--- src/design/arcade_pkg.sv ---
/* Arcade front end shared definitions */

package arcade_pkg;

	// ====================
	// Game variants
	// ====================

	// Download codes of the variant byte
	typedef enum logic [7:0] {
		variant_orig  = 8'd0,
		variant_plus  = 8'd1,
		variant_club  = 8'd2,
		variant_bird  = 8'd4,
		variant_ms    = 8'd5,
		variant_gork  = 8'd6,
		variant_mrtnt = 8'd7,
		variant_woodp = 8'd8,
		variant_eeek  = 8'd9,
		variant_alib  = 8'd10,
		variant_ponp  = 8'd11,
		variant_van   = 8'd12,
		variant_pmm   = 8'd13,
		variant_dshop = 8'd14,
		variant_glob  = 8'd15,
		variant_jmpst = 8'd16,
		// Any code not listed above
		variant_other = 8'hFF
	} variant_t;

	// Loader download indices
	localparam logic [7:0] dl_index_variant = 8'd1;
	localparam logic [7:0] dl_index_dip     = 8'd254;

	// ====================
	// Pad word layout
	// ====================

	localparam int joy_right  = 0;
	localparam int joy_left   = 1;
	localparam int joy_down   = 2;
	localparam int joy_up     = 3;
	localparam int joy_fire   = 4;
	localparam int joy_start1 = 5;
	localparam int joy_start2 = 6;
	localparam int joy_coin   = 7;
	localparam int joy_cheat  = 8;
	localparam int joy_pause  = 9;

	// Serial adapter button word layout
	localparam int ll_fire   = 0;
	localparam int ll_coin   = 4;
	localparam int ll_start1 = 5;
	localparam int ll_start2 = 6;
	localparam int ll_right  = 24;
	localparam int ll_left   = 25;
	localparam int ll_down   = 26;
	localparam int ll_up     = 27;

	// DIP bytes before any download, all switches open
	localparam logic [7:0] dip_reset_value = 8'hFF;

endpackage

--- src/design/clock_enables.sv ---
/* Clock enable generator */

module clock_enables #(
	parameter int DIV_6M   = 4,
	parameter int DIV_4M   = 6,
	parameter int DIV_1M79 = 13
) (
	input  logic clk_sys,
	input  logic reset,
	output logic ce_6m,
	output logic ce_4m,
	output logic ce_1m79
);

	// ====================
	// Modulo counters
	// ====================

	// One counter per divisor, index 0 is the fastest
	for (genvar i = 0; i < 3; i++) begin : g_div
		localparam int DIV = (i == 0) ? DIV_6M : (i == 1) ? DIV_4M : DIV_1M79;
		localparam int CW  = (DIV > 1) ? $clog2(DIV) : 1;

		logic [CW-1:0] cnt;
		logic          ce_q;

		always_ff @(posedge clk_sys) begin
			if (reset) begin
				cnt  <= '0;
				ce_q <= 1'b0;
			end else begin
				// Pulse once per wrap of the counter
				ce_q <= (cnt == '0);
				if (cnt == CW'(DIV - 1))
					cnt <= '0;
				else
					cnt <= cnt + 1'b1;
			end
		end
	end

	// Registered pulses out
	assign ce_6m   = g_div[0].ce_q;
	assign ce_4m   = g_div[1].ce_q;
	assign ce_1m79 = g_div[2].ce_q;

endmodule

--- src/design/rom_config_capture.sv ---
/* ROM configuration capture */

module rom_config_capture (
	input  logic                 clk_sys,
	input  logic                 reset,
	input  logic                 dl_wr,
	input  logic [7:0]           dl_index,
	input  logic [24:0]          dl_addr,
	input  logic [7:0]           dl_data,
	output arcade_pkg::variant_t game_variant,
	output logic [7:0]           dip_0,
	output logic [7:0]           dip_1,
	output logic [7:0]           dip_2,
	output logic [7:0]           dip_3
);

	logic [7:0] variant_raw;
	logic [7:0] dip_bank [4];
	logic       variant_wr;
	logic       dip_wr;

	// Write qualifiers
	assign variant_wr = dl_wr && (dl_index == arcade_pkg::dl_index_variant);
	// DIP bytes live at addresses 0 to 3 only
	assign dip_wr = dl_wr && (dl_index == arcade_pkg::dl_index_dip) && (dl_addr[24:2] == '0);

	// ====================
	// Variant byte
	// ====================

	always_ff @(posedge clk_sys) begin
		if (reset) begin
			variant_raw <= 8'd0;
		end else if (variant_wr) begin
			variant_raw <= dl_data;
		end
	end

	// Decode one edge behind the raw byte
	always_ff @(posedge clk_sys) begin
		if (reset) begin
			game_variant <= arcade_pkg::variant_orig;
		end else if (variant_raw == 8'd3 || variant_raw > 8'd16) begin
			// Code 3 and anything past the last entry are unknown
			game_variant <= arcade_pkg::variant_other;
		end else begin
			game_variant <= arcade_pkg::variant_t'(variant_raw);
		end
	end

	// ====================
	// DIP bank
	// ====================

	always_ff @(posedge clk_sys) begin
		if (reset) begin
			for (int i = 0; i < 4; i++)
				dip_bank[i] <= arcade_pkg::dip_reset_value;
		end else if (dip_wr) begin
			dip_bank[dl_addr[1:0]] <= dl_data;
		end
	end

	assign dip_0 = dip_bank[0];
	assign dip_1 = dip_bank[1];
	assign dip_2 = dip_bank[2];
	assign dip_3 = dip_bank[3];

endmodule

--- src/design/pad_merge.sv ---
/* Controller merge */

module pad_merge (
	input  arcade_pkg::variant_t game_variant,
	input  logic [15:0]          usb_joy_0,
	input  logic [15:0]          usb_joy_1,
	input  logic [31:0]          ll_buttons_0,
	input  logic [31:0]          ll_buttons_1,
	output logic [15:0]          pad_1,
	output logic [15:0]          pad_2,
	output logic                 osd_button
);

	logic [15:0] ll_pad_0;
	logic [15:0] ll_pad_1;
	logic [15:0] pad_all;
	logic        split_pads;

	// Adapter word into pad layout, upper bits stay zero
	function automatic logic [15:0] to_pad(input logic [31:0] b);
		logic [15:0] p;
		p = '0;
		p[arcade_pkg::joy_right]  = b[arcade_pkg::ll_right];
		p[arcade_pkg::joy_left]   = b[arcade_pkg::ll_left];
		p[arcade_pkg::joy_down]   = b[arcade_pkg::ll_down];
		p[arcade_pkg::joy_up]     = b[arcade_pkg::ll_up];
		p[arcade_pkg::joy_fire]   = b[arcade_pkg::ll_fire];
		p[arcade_pkg::joy_start1] = b[arcade_pkg::ll_start1];
		p[arcade_pkg::joy_start2] = b[arcade_pkg::ll_start2];
		p[arcade_pkg::joy_coin]   = b[arcade_pkg::ll_coin];
		return p;
	endfunction

	assign ll_pad_0 = to_pad(ll_buttons_0);
	assign ll_pad_1 = to_pad(ll_buttons_1);

	// Two-player games keep adapter pads apart
	assign split_pads = (game_variant == arcade_pkg::variant_club) ||
		(game_variant == arcade_pkg::variant_jmpst);
	assign pad_all = usb_joy_0 | usb_joy_1 | ll_pad_0 | ll_pad_1;

	assign pad_1 = split_pads ? ll_pad_0 : pad_all;
	assign pad_2 = split_pads ? ll_pad_1 : pad_all;

	// Down + start1 + fire on either adapter opens the OSD
	assign osd_button =
		(ll_buttons_0[arcade_pkg::ll_down] && ll_buttons_0[arcade_pkg::ll_start1] &&
		ll_buttons_0[arcade_pkg::ll_fire]) ||
		(ll_buttons_1[arcade_pkg::ll_down] && ll_buttons_1[arcade_pkg::ll_start1] &&
		ll_buttons_1[arcade_pkg::ll_fire]);

endmodule

--- src/design/one_dir_filter.sv ---
/* Single direction joystick filter */

module one_dir_filter (
	input  logic                 clk_sys,
	input  logic                 reset,
	input  arcade_pkg::variant_t game_variant,
	input  logic [3:0]           pad_dirs,
	output logic [3:0]           dirs
);

	logic [3:0] dirs_q1;
	logic [3:0] dirs_q2;
	logic [3:0] mask;
	logic [3:0] dirs_new;
	logic       filter_off;

	// Rising edges between the two samples
	assign dirs_new   = dirs_q1 & ~dirs_q2;
	// Bird plays with diagonals
	assign filter_off = (game_variant == arcade_pkg::variant_bird);

	always_ff @(posedge clk_sys) begin
		if (reset) begin
			dirs_q1 <= '0;
			dirs_q2 <= '0;
			mask    <= '1;
		end else begin
			dirs_q1 <= pad_dirs;
			dirs_q2 <= dirs_q1;
			// Reopen once the kept direction is let go
			if (!(|(pad_dirs & mask)) || filter_off)
				mask <= '1;
			else if (dirs_new[3])
				mask <= 4'b1000;
			else if (dirs_new[2])
				mask <= 4'b0100;
			else if (dirs_new[1])
				mask <= 4'b0010;
			else if (dirs_new[0])
				mask <= 4'b0001;
		end
	end

	assign dirs = dirs_q1 & mask;

endmodule

--- src/design/input_port_map.sv ---
/* Game input port builder */

module input_port_map (
	input  logic                 clk_sys,
	input  logic                 reset,
	input  arcade_pkg::variant_t game_variant,
	input  logic [15:0]          pad_1,
	input  logic [15:0]          pad_2,
	input  logic [3:0]           dir_1,
	input  logic [3:0]           dir_2,
	input  logic [7:0]           dip_0,
	input  logic [7:0]           dip_1,
	input  logic [7:0]           dip_2,
	input  logic [7:0]           dip_3,
	output logic [7:0]           in0,
	output logic [7:0]           in1,
	output logic [7:0]           dipsw1,
	output logic [7:0]           dipsw2
);

	// Variant flags
	logic is_orig, is_plus, is_bird, is_ms, is_woodp, is_eeek, is_alib;
	logic is_ponp, is_pmm, is_jmpst, is_gm, is_ponp_fam, cheat_ok;

	// Buttons shared across players
	logic coin, start1, start2, cheat, fire, fire2;
	logic [7:0] in0_raw;
	logic [7:0] in1_raw;

	assign is_orig  = (game_variant == arcade_pkg::variant_orig);
	assign is_plus  = (game_variant == arcade_pkg::variant_plus);
	assign is_bird  = (game_variant == arcade_pkg::variant_bird);
	assign is_ms    = (game_variant == arcade_pkg::variant_ms);
	assign is_woodp = (game_variant == arcade_pkg::variant_woodp);
	assign is_eeek  = (game_variant == arcade_pkg::variant_eeek);
	assign is_alib  = (game_variant == arcade_pkg::variant_alib);
	assign is_ponp  = (game_variant == arcade_pkg::variant_ponp);
	assign is_pmm   = (game_variant == arcade_pkg::variant_pmm);
	assign is_jmpst = (game_variant == arcade_pkg::variant_jmpst);
	assign is_gm    = (game_variant == arcade_pkg::variant_gork) ||
		(game_variant == arcade_pkg::variant_mrtnt);
	// Ponp hardware family
	assign is_ponp_fam = is_ponp || (game_variant == arcade_pkg::variant_van) ||
		(game_variant == arcade_pkg::variant_dshop);
	// Games with a cheat input on in0 bit 4
	assign cheat_ok = is_orig || is_plus || is_ms || is_bird || is_alib || is_woodp;

	assign coin   = pad_1[arcade_pkg::joy_coin] | pad_2[arcade_pkg::joy_coin];
	assign start1 = pad_1[arcade_pkg::joy_start1] | pad_2[arcade_pkg::joy_start1];
	assign start2 = pad_1[arcade_pkg::joy_start2] | pad_2[arcade_pkg::joy_start2];
	assign cheat  = pad_1[arcade_pkg::joy_cheat] | pad_2[arcade_pkg::joy_cheat];
	assign fire   = pad_1[arcade_pkg::joy_fire];
	assign fire2  = pad_2[arcade_pkg::joy_fire];

	// ====================
	// Active high port bytes
	// ====================

	assign in0_raw = {
		is_eeek & fire2,
		is_alib & fire,
		coin,
		(cheat_ok & cheat) | (is_ponp_fam & fire),
		dir_1[arcade_pkg::joy_down],
		dir_1[arcade_pkg::joy_right],
		dir_1[arcade_pkg::joy_left],
		dir_1[arcade_pkg::joy_up]
	};

	// Pmm steals player 2 right for fire
	assign in1_raw = {
		is_gm & fire2,
		start2 | (is_eeek & fire) | (is_jmpst & fire2),
		start1 | (is_jmpst & fire),
		(is_gm & fire) | ((is_alib | is_ponp_fam) & fire2),
		~is_pmm & dir_2[arcade_pkg::joy_down],
		is_pmm ? fire : dir_2[arcade_pkg::joy_right],
		~is_pmm & dir_2[arcade_pkg::joy_left],
		~is_pmm & dir_2[arcade_pkg::joy_up]
	};

	// Polarity fix then DIP mask, one register stage
	always_ff @(posedge clk_sys) begin
		if (reset) begin
			in0    <= 8'hFF;
			in1    <= 8'hFF;
			dipsw1 <= arcade_pkg::dip_reset_value;
			dipsw2 <= 8'hFF;
		end else begin
			in0    <= dip_0 & ((is_ponp ? 8'hE0 : 8'hFF) ^ in0_raw);
			in1    <= dip_1 & ((is_ponp ? 8'h00 : 8'hFF) ^ in1_raw);
			dipsw1 <= dip_2;
			dipsw2 <= is_ponp_fam ? dip_3 : 8'hFF;
		end
	end

endmodule

--- src/design/arcade_ctrl_top.sv ---
/* Arcade control front end */

module arcade_ctrl_top #(
	parameter int DIV_6M   = 4,
	parameter int DIV_4M   = 6,
	parameter int DIV_1M79 = 13
) (
	input  logic                 clk_sys,
	input  logic                 reset,
	// Loader download port
	input  logic                 dl_wr,
	input  logic [7:0]           dl_index,
	input  logic [24:0]          dl_addr,
	input  logic [7:0]           dl_data,
	// Controllers
	input  logic [15:0]          usb_joy_0,
	input  logic [15:0]          usb_joy_1,
	input  logic [31:0]          ll_buttons_0,
	input  logic [31:0]          ll_buttons_1,
	output logic                 ce_6m,
	output logic                 ce_4m,
	output logic                 ce_1m79,
	output arcade_pkg::variant_t game_variant,
	// Game ports
	output logic [7:0]           in0,
	output logic [7:0]           in1,
	output logic [7:0]           dipsw1,
	output logic [7:0]           dipsw2,
	output logic                 osd_button
);

	logic [7:0]  dip_0;
	logic [7:0]  dip_1;
	logic [7:0]  dip_2;
	logic [7:0]  dip_3;
	logic [15:0] pad_1;
	logic [15:0] pad_2;
	logic [3:0]  dir_1;
	logic [3:0]  dir_2;

	// ====================
	// Timing
	// ====================

	clock_enables #(
		.DIV_6M   (DIV_6M),
		.DIV_4M   (DIV_4M),
		.DIV_1M79 (DIV_1M79)
	) u_clock_enables (
		.clk_sys (clk_sys),
		.reset   (reset),
		.ce_6m   (ce_6m),
		.ce_4m   (ce_4m),
		.ce_1m79 (ce_1m79)
	);

	// Variant and DIP bytes from the loader
	rom_config_capture u_rom_config_capture (
		.clk_sys      (clk_sys),
		.reset        (reset),
		.dl_wr        (dl_wr),
		.dl_index     (dl_index),
		.dl_addr      (dl_addr),
		.dl_data      (dl_data),
		.game_variant (game_variant),
		.dip_0        (dip_0),
		.dip_1        (dip_1),
		.dip_2        (dip_2),
		.dip_3        (dip_3)
	);

	// ====================
	// Player inputs
	// ====================

	pad_merge u_pad_merge (
		.game_variant (game_variant),
		.usb_joy_0    (usb_joy_0),
		.usb_joy_1    (usb_joy_1),
		.ll_buttons_0 (ll_buttons_0),
		.ll_buttons_1 (ll_buttons_1),
		.pad_1        (pad_1),
		.pad_2        (pad_2),
		.osd_button   (osd_button)
	);

	// Direction bits sit at the bottom of the pad word
	one_dir_filter filter_1 (
		.clk_sys      (clk_sys),
		.reset        (reset),
		.game_variant (game_variant),
		.pad_dirs     (pad_1[3:0]),
		.dirs         (dir_1)
	);

	one_dir_filter filter_2 (
		.clk_sys      (clk_sys),
		.reset        (reset),
		.game_variant (game_variant),
		.pad_dirs     (pad_2[3:0]),
		.dirs         (dir_2)
	);

	input_port_map u_input_port_map (
		.clk_sys      (clk_sys),
		.reset        (reset),
		.game_variant (game_variant),
		.pad_1        (pad_1),
		.pad_2        (pad_2),
		.dir_1        (dir_1),
		.dir_2        (dir_2),
		.dip_0        (dip_0),
		.dip_1        (dip_1),
		.dip_2        (dip_2),
		.dip_3        (dip_3),
		.in0          (in0),
		.in1          (in1),
		.dipsw1       (dipsw1),
		.dipsw2       (dipsw2)
	);

endmodule

--- config.mk ---
export PLATFORM = sky130hd
export DESIGN_NAME = arcade_ctrl_top
export DESIGN_NICKNAME = d
export VERILOG_FILES = /design/src/design/arcade_pkg.sv /design/src/design/clock_enables.sv /design/src/design/rom_config_capture.sv /design/src/design/pad_merge.sv /design/src/design/one_dir_filter.sv /design/src/design/input_port_map.sv /design/src/design/arcade_ctrl_top.sv
export SDC_FILE = /design/constraint.sdc
export NUM_CORES = 1
export LEC_CHECK = 0
export BUFFER_PORTS_ARGS = -buffer_cell sky130_fd_sc_hd__buf_2
export CELL_PAD_IN_SITES_DETAIL_PLACEMENT = 1
export CELL_PAD_IN_SITES_GLOBAL_PLACEMENT = 2
export CORE_ASPECT_RATIO = 1.1
export CORE_MARGIN = 3
export CORE_UTILIZATION = 29
export CTS_BUF_LIST = sky130_fd_sc_hd__clkbuf_4 sky130_fd_sc_hd__clkbuf_8 sky130_fd_sc_hd__clkbuf_16
export DETAILED_ROUTE_END_ITERATION = 7
export GPL_TIMING_DRIVEN = 0
export HOLD_SLACK_MARGIN = 0.02
export PLACE_DENSITY = 0.85
export SLEW_MARGIN = 20
export SYNTH_ARGS = -nofsm -noshare
export SYNTH_HDL_FRONTEND = slang
export SYNTH_SLANG_ARGS = --single-unit
--- constraint.sdc ---
create_clock -name clk_sys -period 2.7 [get_ports clk_sys]
set_clock_uncertainty 0.15 [all_clocks]
set_input_delay 0.405 -clock clk_sys [delete_from_list [all_inputs] [get_ports clk_sys]]
set_output_delay 0.405 -clock clk_sys [all_outputs]
set_load 0.01 [all_outputs]
==> impl_results.md <==
* Outcome: complete, no violations
* Routed length per instance at 17.6 µm
* GRT Util Overall at 16.0%
* Post-synth EDFFs at 32
* P_leak at 2.62 nW
* Total iterations of the first detailed-routing run at 4
* WHS Path Cells at 3
* Clk Latency, worst-skew pair at 0.41 ns
* Cells after Synth at 460
* Sequential area share after synthesis at 55.2%
* Worst-path cell chain: buf_2 -> nor4b_1 -> nand4_1 -> nor4b_4 -> or2_2
* Peak supply drop at 0.422 mV
* Net Sw Power at 1.03 mW
* Slew Limit Headroom at 51.6%
* Top delay family on crit path: simple AND/OR/NAND/NOR gates
* Ys flop type: dfxtp_1
* CP Class: input port to flop
* Vias in the first global route at 4341
* Max Cap Viol at 0
* Flop-to-flop setup slack at 0.56 ns
* Residual DRC count at 0
* Routed wire length at 14300 µm
* Final worst setup slack at 0.433 ns
* Critical Path RT at 2.65 ns
* DP Worst Slack at -0.00806 ns
* Clock group share of total power at 51.0%
* FFs w/ async S/R, synth at 0%
* Pint at 3.69 mW
* Initial antenna violation count at 0
* Largest stage delay, worst path at 0.61 ns
* Vias at 4072
* Mapped Avg Cell Area at 10.4 µm²
* Area delta synth->final at 30.9%
* Number of buffers created by CTS at 17
* Initial core utilization at 30.1%
* Setup crit end kind: flop
* I/O pin count at 184
* Fmax at 441 MHz
* RR Endpoint: filter_2.mask[2]
* Die Y at 141 µm
* Register bit total from synthesis at 116
* Setup Viol. Count Final at 0
* # diodes at 0
* Largest net degree at the start of global routing at 17
* Post-CTS Repair Setup Buffers at 0
* H-tree levels at 4
* Bufs and invs on worst path at 1
* Vias per inst at 5.01
* Post-route ant nets at 0
* Slowest stage cell, crit path: nor4b_4
* Reg clk slew, reported paths at 0.05 ns
* Placed inst area at 0.00564 mm²
* Worst reg2reg path depth at 5
* Final HPWL DP at 10800 µm
* Hold-fix buffers, CTS at 0
* CTS tree: yes
* Part of the power in registers at 41.2%
* Starting DRT DRC Count at 207
* Netlist cell types at 59
* Pwr dens at 752 mW/mm²
* Area contributors post-synth: dfxtp_1 (35%), edfxtp_1 (20%), nand2_1 (3.8%)
* Final-report max-slew violation count at 0
* Nets at 746
* Hold_sp: dl_data[7]
* Fin area at 0.00627 mm²
* Sink Count at 116
* Final core utilization at 39.4%
* Critical path fanouts, max at 9
* Leading area contributor after synthesis: dfxtp_1
* Mapped cell area at 0.00479 mm²
* Synth top area share at 35.1%
* Final worst-path cycle share at 84.0%
* Clock root buffer: clkbuf_16
* Synthesized Nets at 607
* Setup tns final at 0 ns
* RePlAce Congestion at 0.830
* Post-CTS resize count at 0
* Die area at 0.0181 mm²
* Combinational share of power at 7.8%
* R2R Path Start: u_rom_config_capture.game_variant[4]
* Switch share at 21.8%
* Fraction of layout cells with a size suffix above 1 at 28.9%
* GRT overflow at 0
* Clock Tree Buf Depth at 2
* Core region area at 0.0159 mm²
* Synth Warn # at 0
* Post-layout min period at 2.27 ns
* Die Span X at 129 µm
* Number of fill cells at 1791
* First-pass GRT wire length at 22500 µm
* Cell Rows at 48
* Worst Hold End: u_rom_config_capture.variant_raw[7]
* Fin cells at 812
* RSZ-0062 raised after global routing: no
* Placed Instances at 780
* Type of the most critical hold path: input port to flop
* Final Hold Fails at 0
* FF/Latch Area at 0.00264 mm²
* Port Buf Inserts at 120
* Worst Path Arrival at 2.21 ns
* Area of the multi-input gates at 0.00205 mm²
* Startpoint Class: input port
* Measured slew at the worst slew-check pin at 0.726 ns
-- cell families after synthesis --
family / Yosys count / synth area share, %
mux: 8 / 1.67
simple gates: 210 / 25.1
compound gates: 85 / 12.4
fa+ha+maj: 7 / 1.83
xor+xnor: 10 / 1.83
flops: 116 / 55.2
buf+inv: 24 / 2.04
-- worst max path at each step --
stage                startpoint                             endpoint  slack (ns)  cells past startpoint
finish               dl_addr[3]  u_rom_config_capture.dip_bank[1][6]        0.43                      5
global route         dl_addr[3]  u_rom_config_capture.dip_bank[2][5]        0.25                      5
CTS                  dl_addr[3]  u_rom_config_capture.dip_bank[2][5]        0.40                      5
detailed placement   dl_addr[3]  u_rom_config_capture.dip_bank[2][1]      -0.008                      5
global placement     dl_addr[5]  u_rom_config_capture.dip_bank[1][7]        0.09                      5
floorplan           dl_addr[21]  u_rom_config_capture.dip_bank[2][0]        0.47                      4
-- metrics by stage --
step,total power [mW],hold WS (ns)
floorplan,2.16,0.254
global placement,2.33,0.262
detailed placement,2.35,0.273
CTS,4.76,0.0974
global route,4.88,0.128
finish,4.72,0.121
-- cell type report --
type	count	share of cell area, %
inverter	11	0.659
multi-input combinational	320	32.7
buffer	13	0.898
clock inverter	13	2.99
tap	200	3.99
timing repair buffer	120	9.58
clock buffer	19	7.03
sequential	116	42.2
-- cells in the mapped netlist (2+ instances only) --
cell type   n
a31oi_1     5
edfxtp_1   32
nand4b_1    3
a31o_2      3
and4b_1     2
nor3_1      9
o21ai_0     5
nand4_1     7
nor3b_1     4
nor4_4      3
clkbuf_1    8
or2_2      13
buf_2       3
ha_1        7
or3_1      20
a32oi_1     2
a21o_1     13
o41ai_1     8
a21oi_1    23
nor2_1     41
o311ai_0    5
xnor2_1     7
nand3b_1    3
nand3_1     6
o211ai_1    5
inv_1      10
o21a_1      2
nor4_1      6
nor4b_1     5
mux2i_1     8
or2_0       2
nand2_1    49
a22oi_1     4
and2_1      2
o21bai_1    4
or4_1       3
dfxtp_1    84
and3_1      2
xor2_1      3
nor2b_1    20
-- power by group through the flow --
stage               Combinational, mW  Sequential, mW  Clock [mW]
finish                          0.369            1.94        2.41
global route                    0.411            1.95        2.52
CTS                             0.374            1.94        2.44
detailed placement              0.369            1.98           0
global placement                0.355            1.97           0
floorplan                       0.185            1.97           0
-- layer usage --
metal / vias to the layer above / global-route usage [%] / wire length, µm
met5: - / 0 / 0
met4: 0 / 5.25 / 218
met3: 20 / 4.24 / 770
met2: 115 / 28.7 / 7380
met1: 1984 / 18.4 / 5930
li1: 1953 / - / -
-- cell usage in the layout, fill, tap and decap left out, drive strengths merged, types with 4 or more instances in the layout --
| cell type | count |
|---|---|
| nor4 | 9 |
| a31oi | 5 |
| edfxtp | 32 |
| bufinv | 5 |
| or2 | 16 |
| nand2 | 49 |
| nor2b | 20 |
| nand3 | 7 |
| nor4b | 6 |
| a31o | 4 |
| clkinv | 8 |
| a21o | 13 |
| o311ai | 6 |
| xnor2 | 7 |
| o41ai | 8 |
| inv | 10 |
| a21oi | 23 |
| nor3b | 4 |
| nor2 | 43 |
| dfxtp | 84 |
| mux2i | 8 |
| nand4 | 7 |
| a22oi | 4 |
| nor3 | 9 |
| or4 | 4 |
| clkbuf | 27 |
| o211ai | 6 |
| o21ai | 5 |
| buf | 125 |
| o21bai | 4 |
| ha | 7 |
| or3 | 20 |
-- state kept, by name (all words and copies together) (netlist names), 8 cells and up --
signal                             count
u_input_port_map.dipsw1                8
u_input_port_map.dipsw2                8
u_clock_enables.g_div.cnt              9
u_rom_config_capture.variant_raw       8
u_rom_config_capture.game_variant      8
u_input_port_map.in1                   8
u_rom_config_capture.dip_bank         32
u_input_port_map.in0                   8
-- worst min-delay path, stage by stage --
cell and delay (ns):
buf_2 0.10, mux2i_1 0.06, nor2_1 0.07
(Power assumes the default switching activity.)
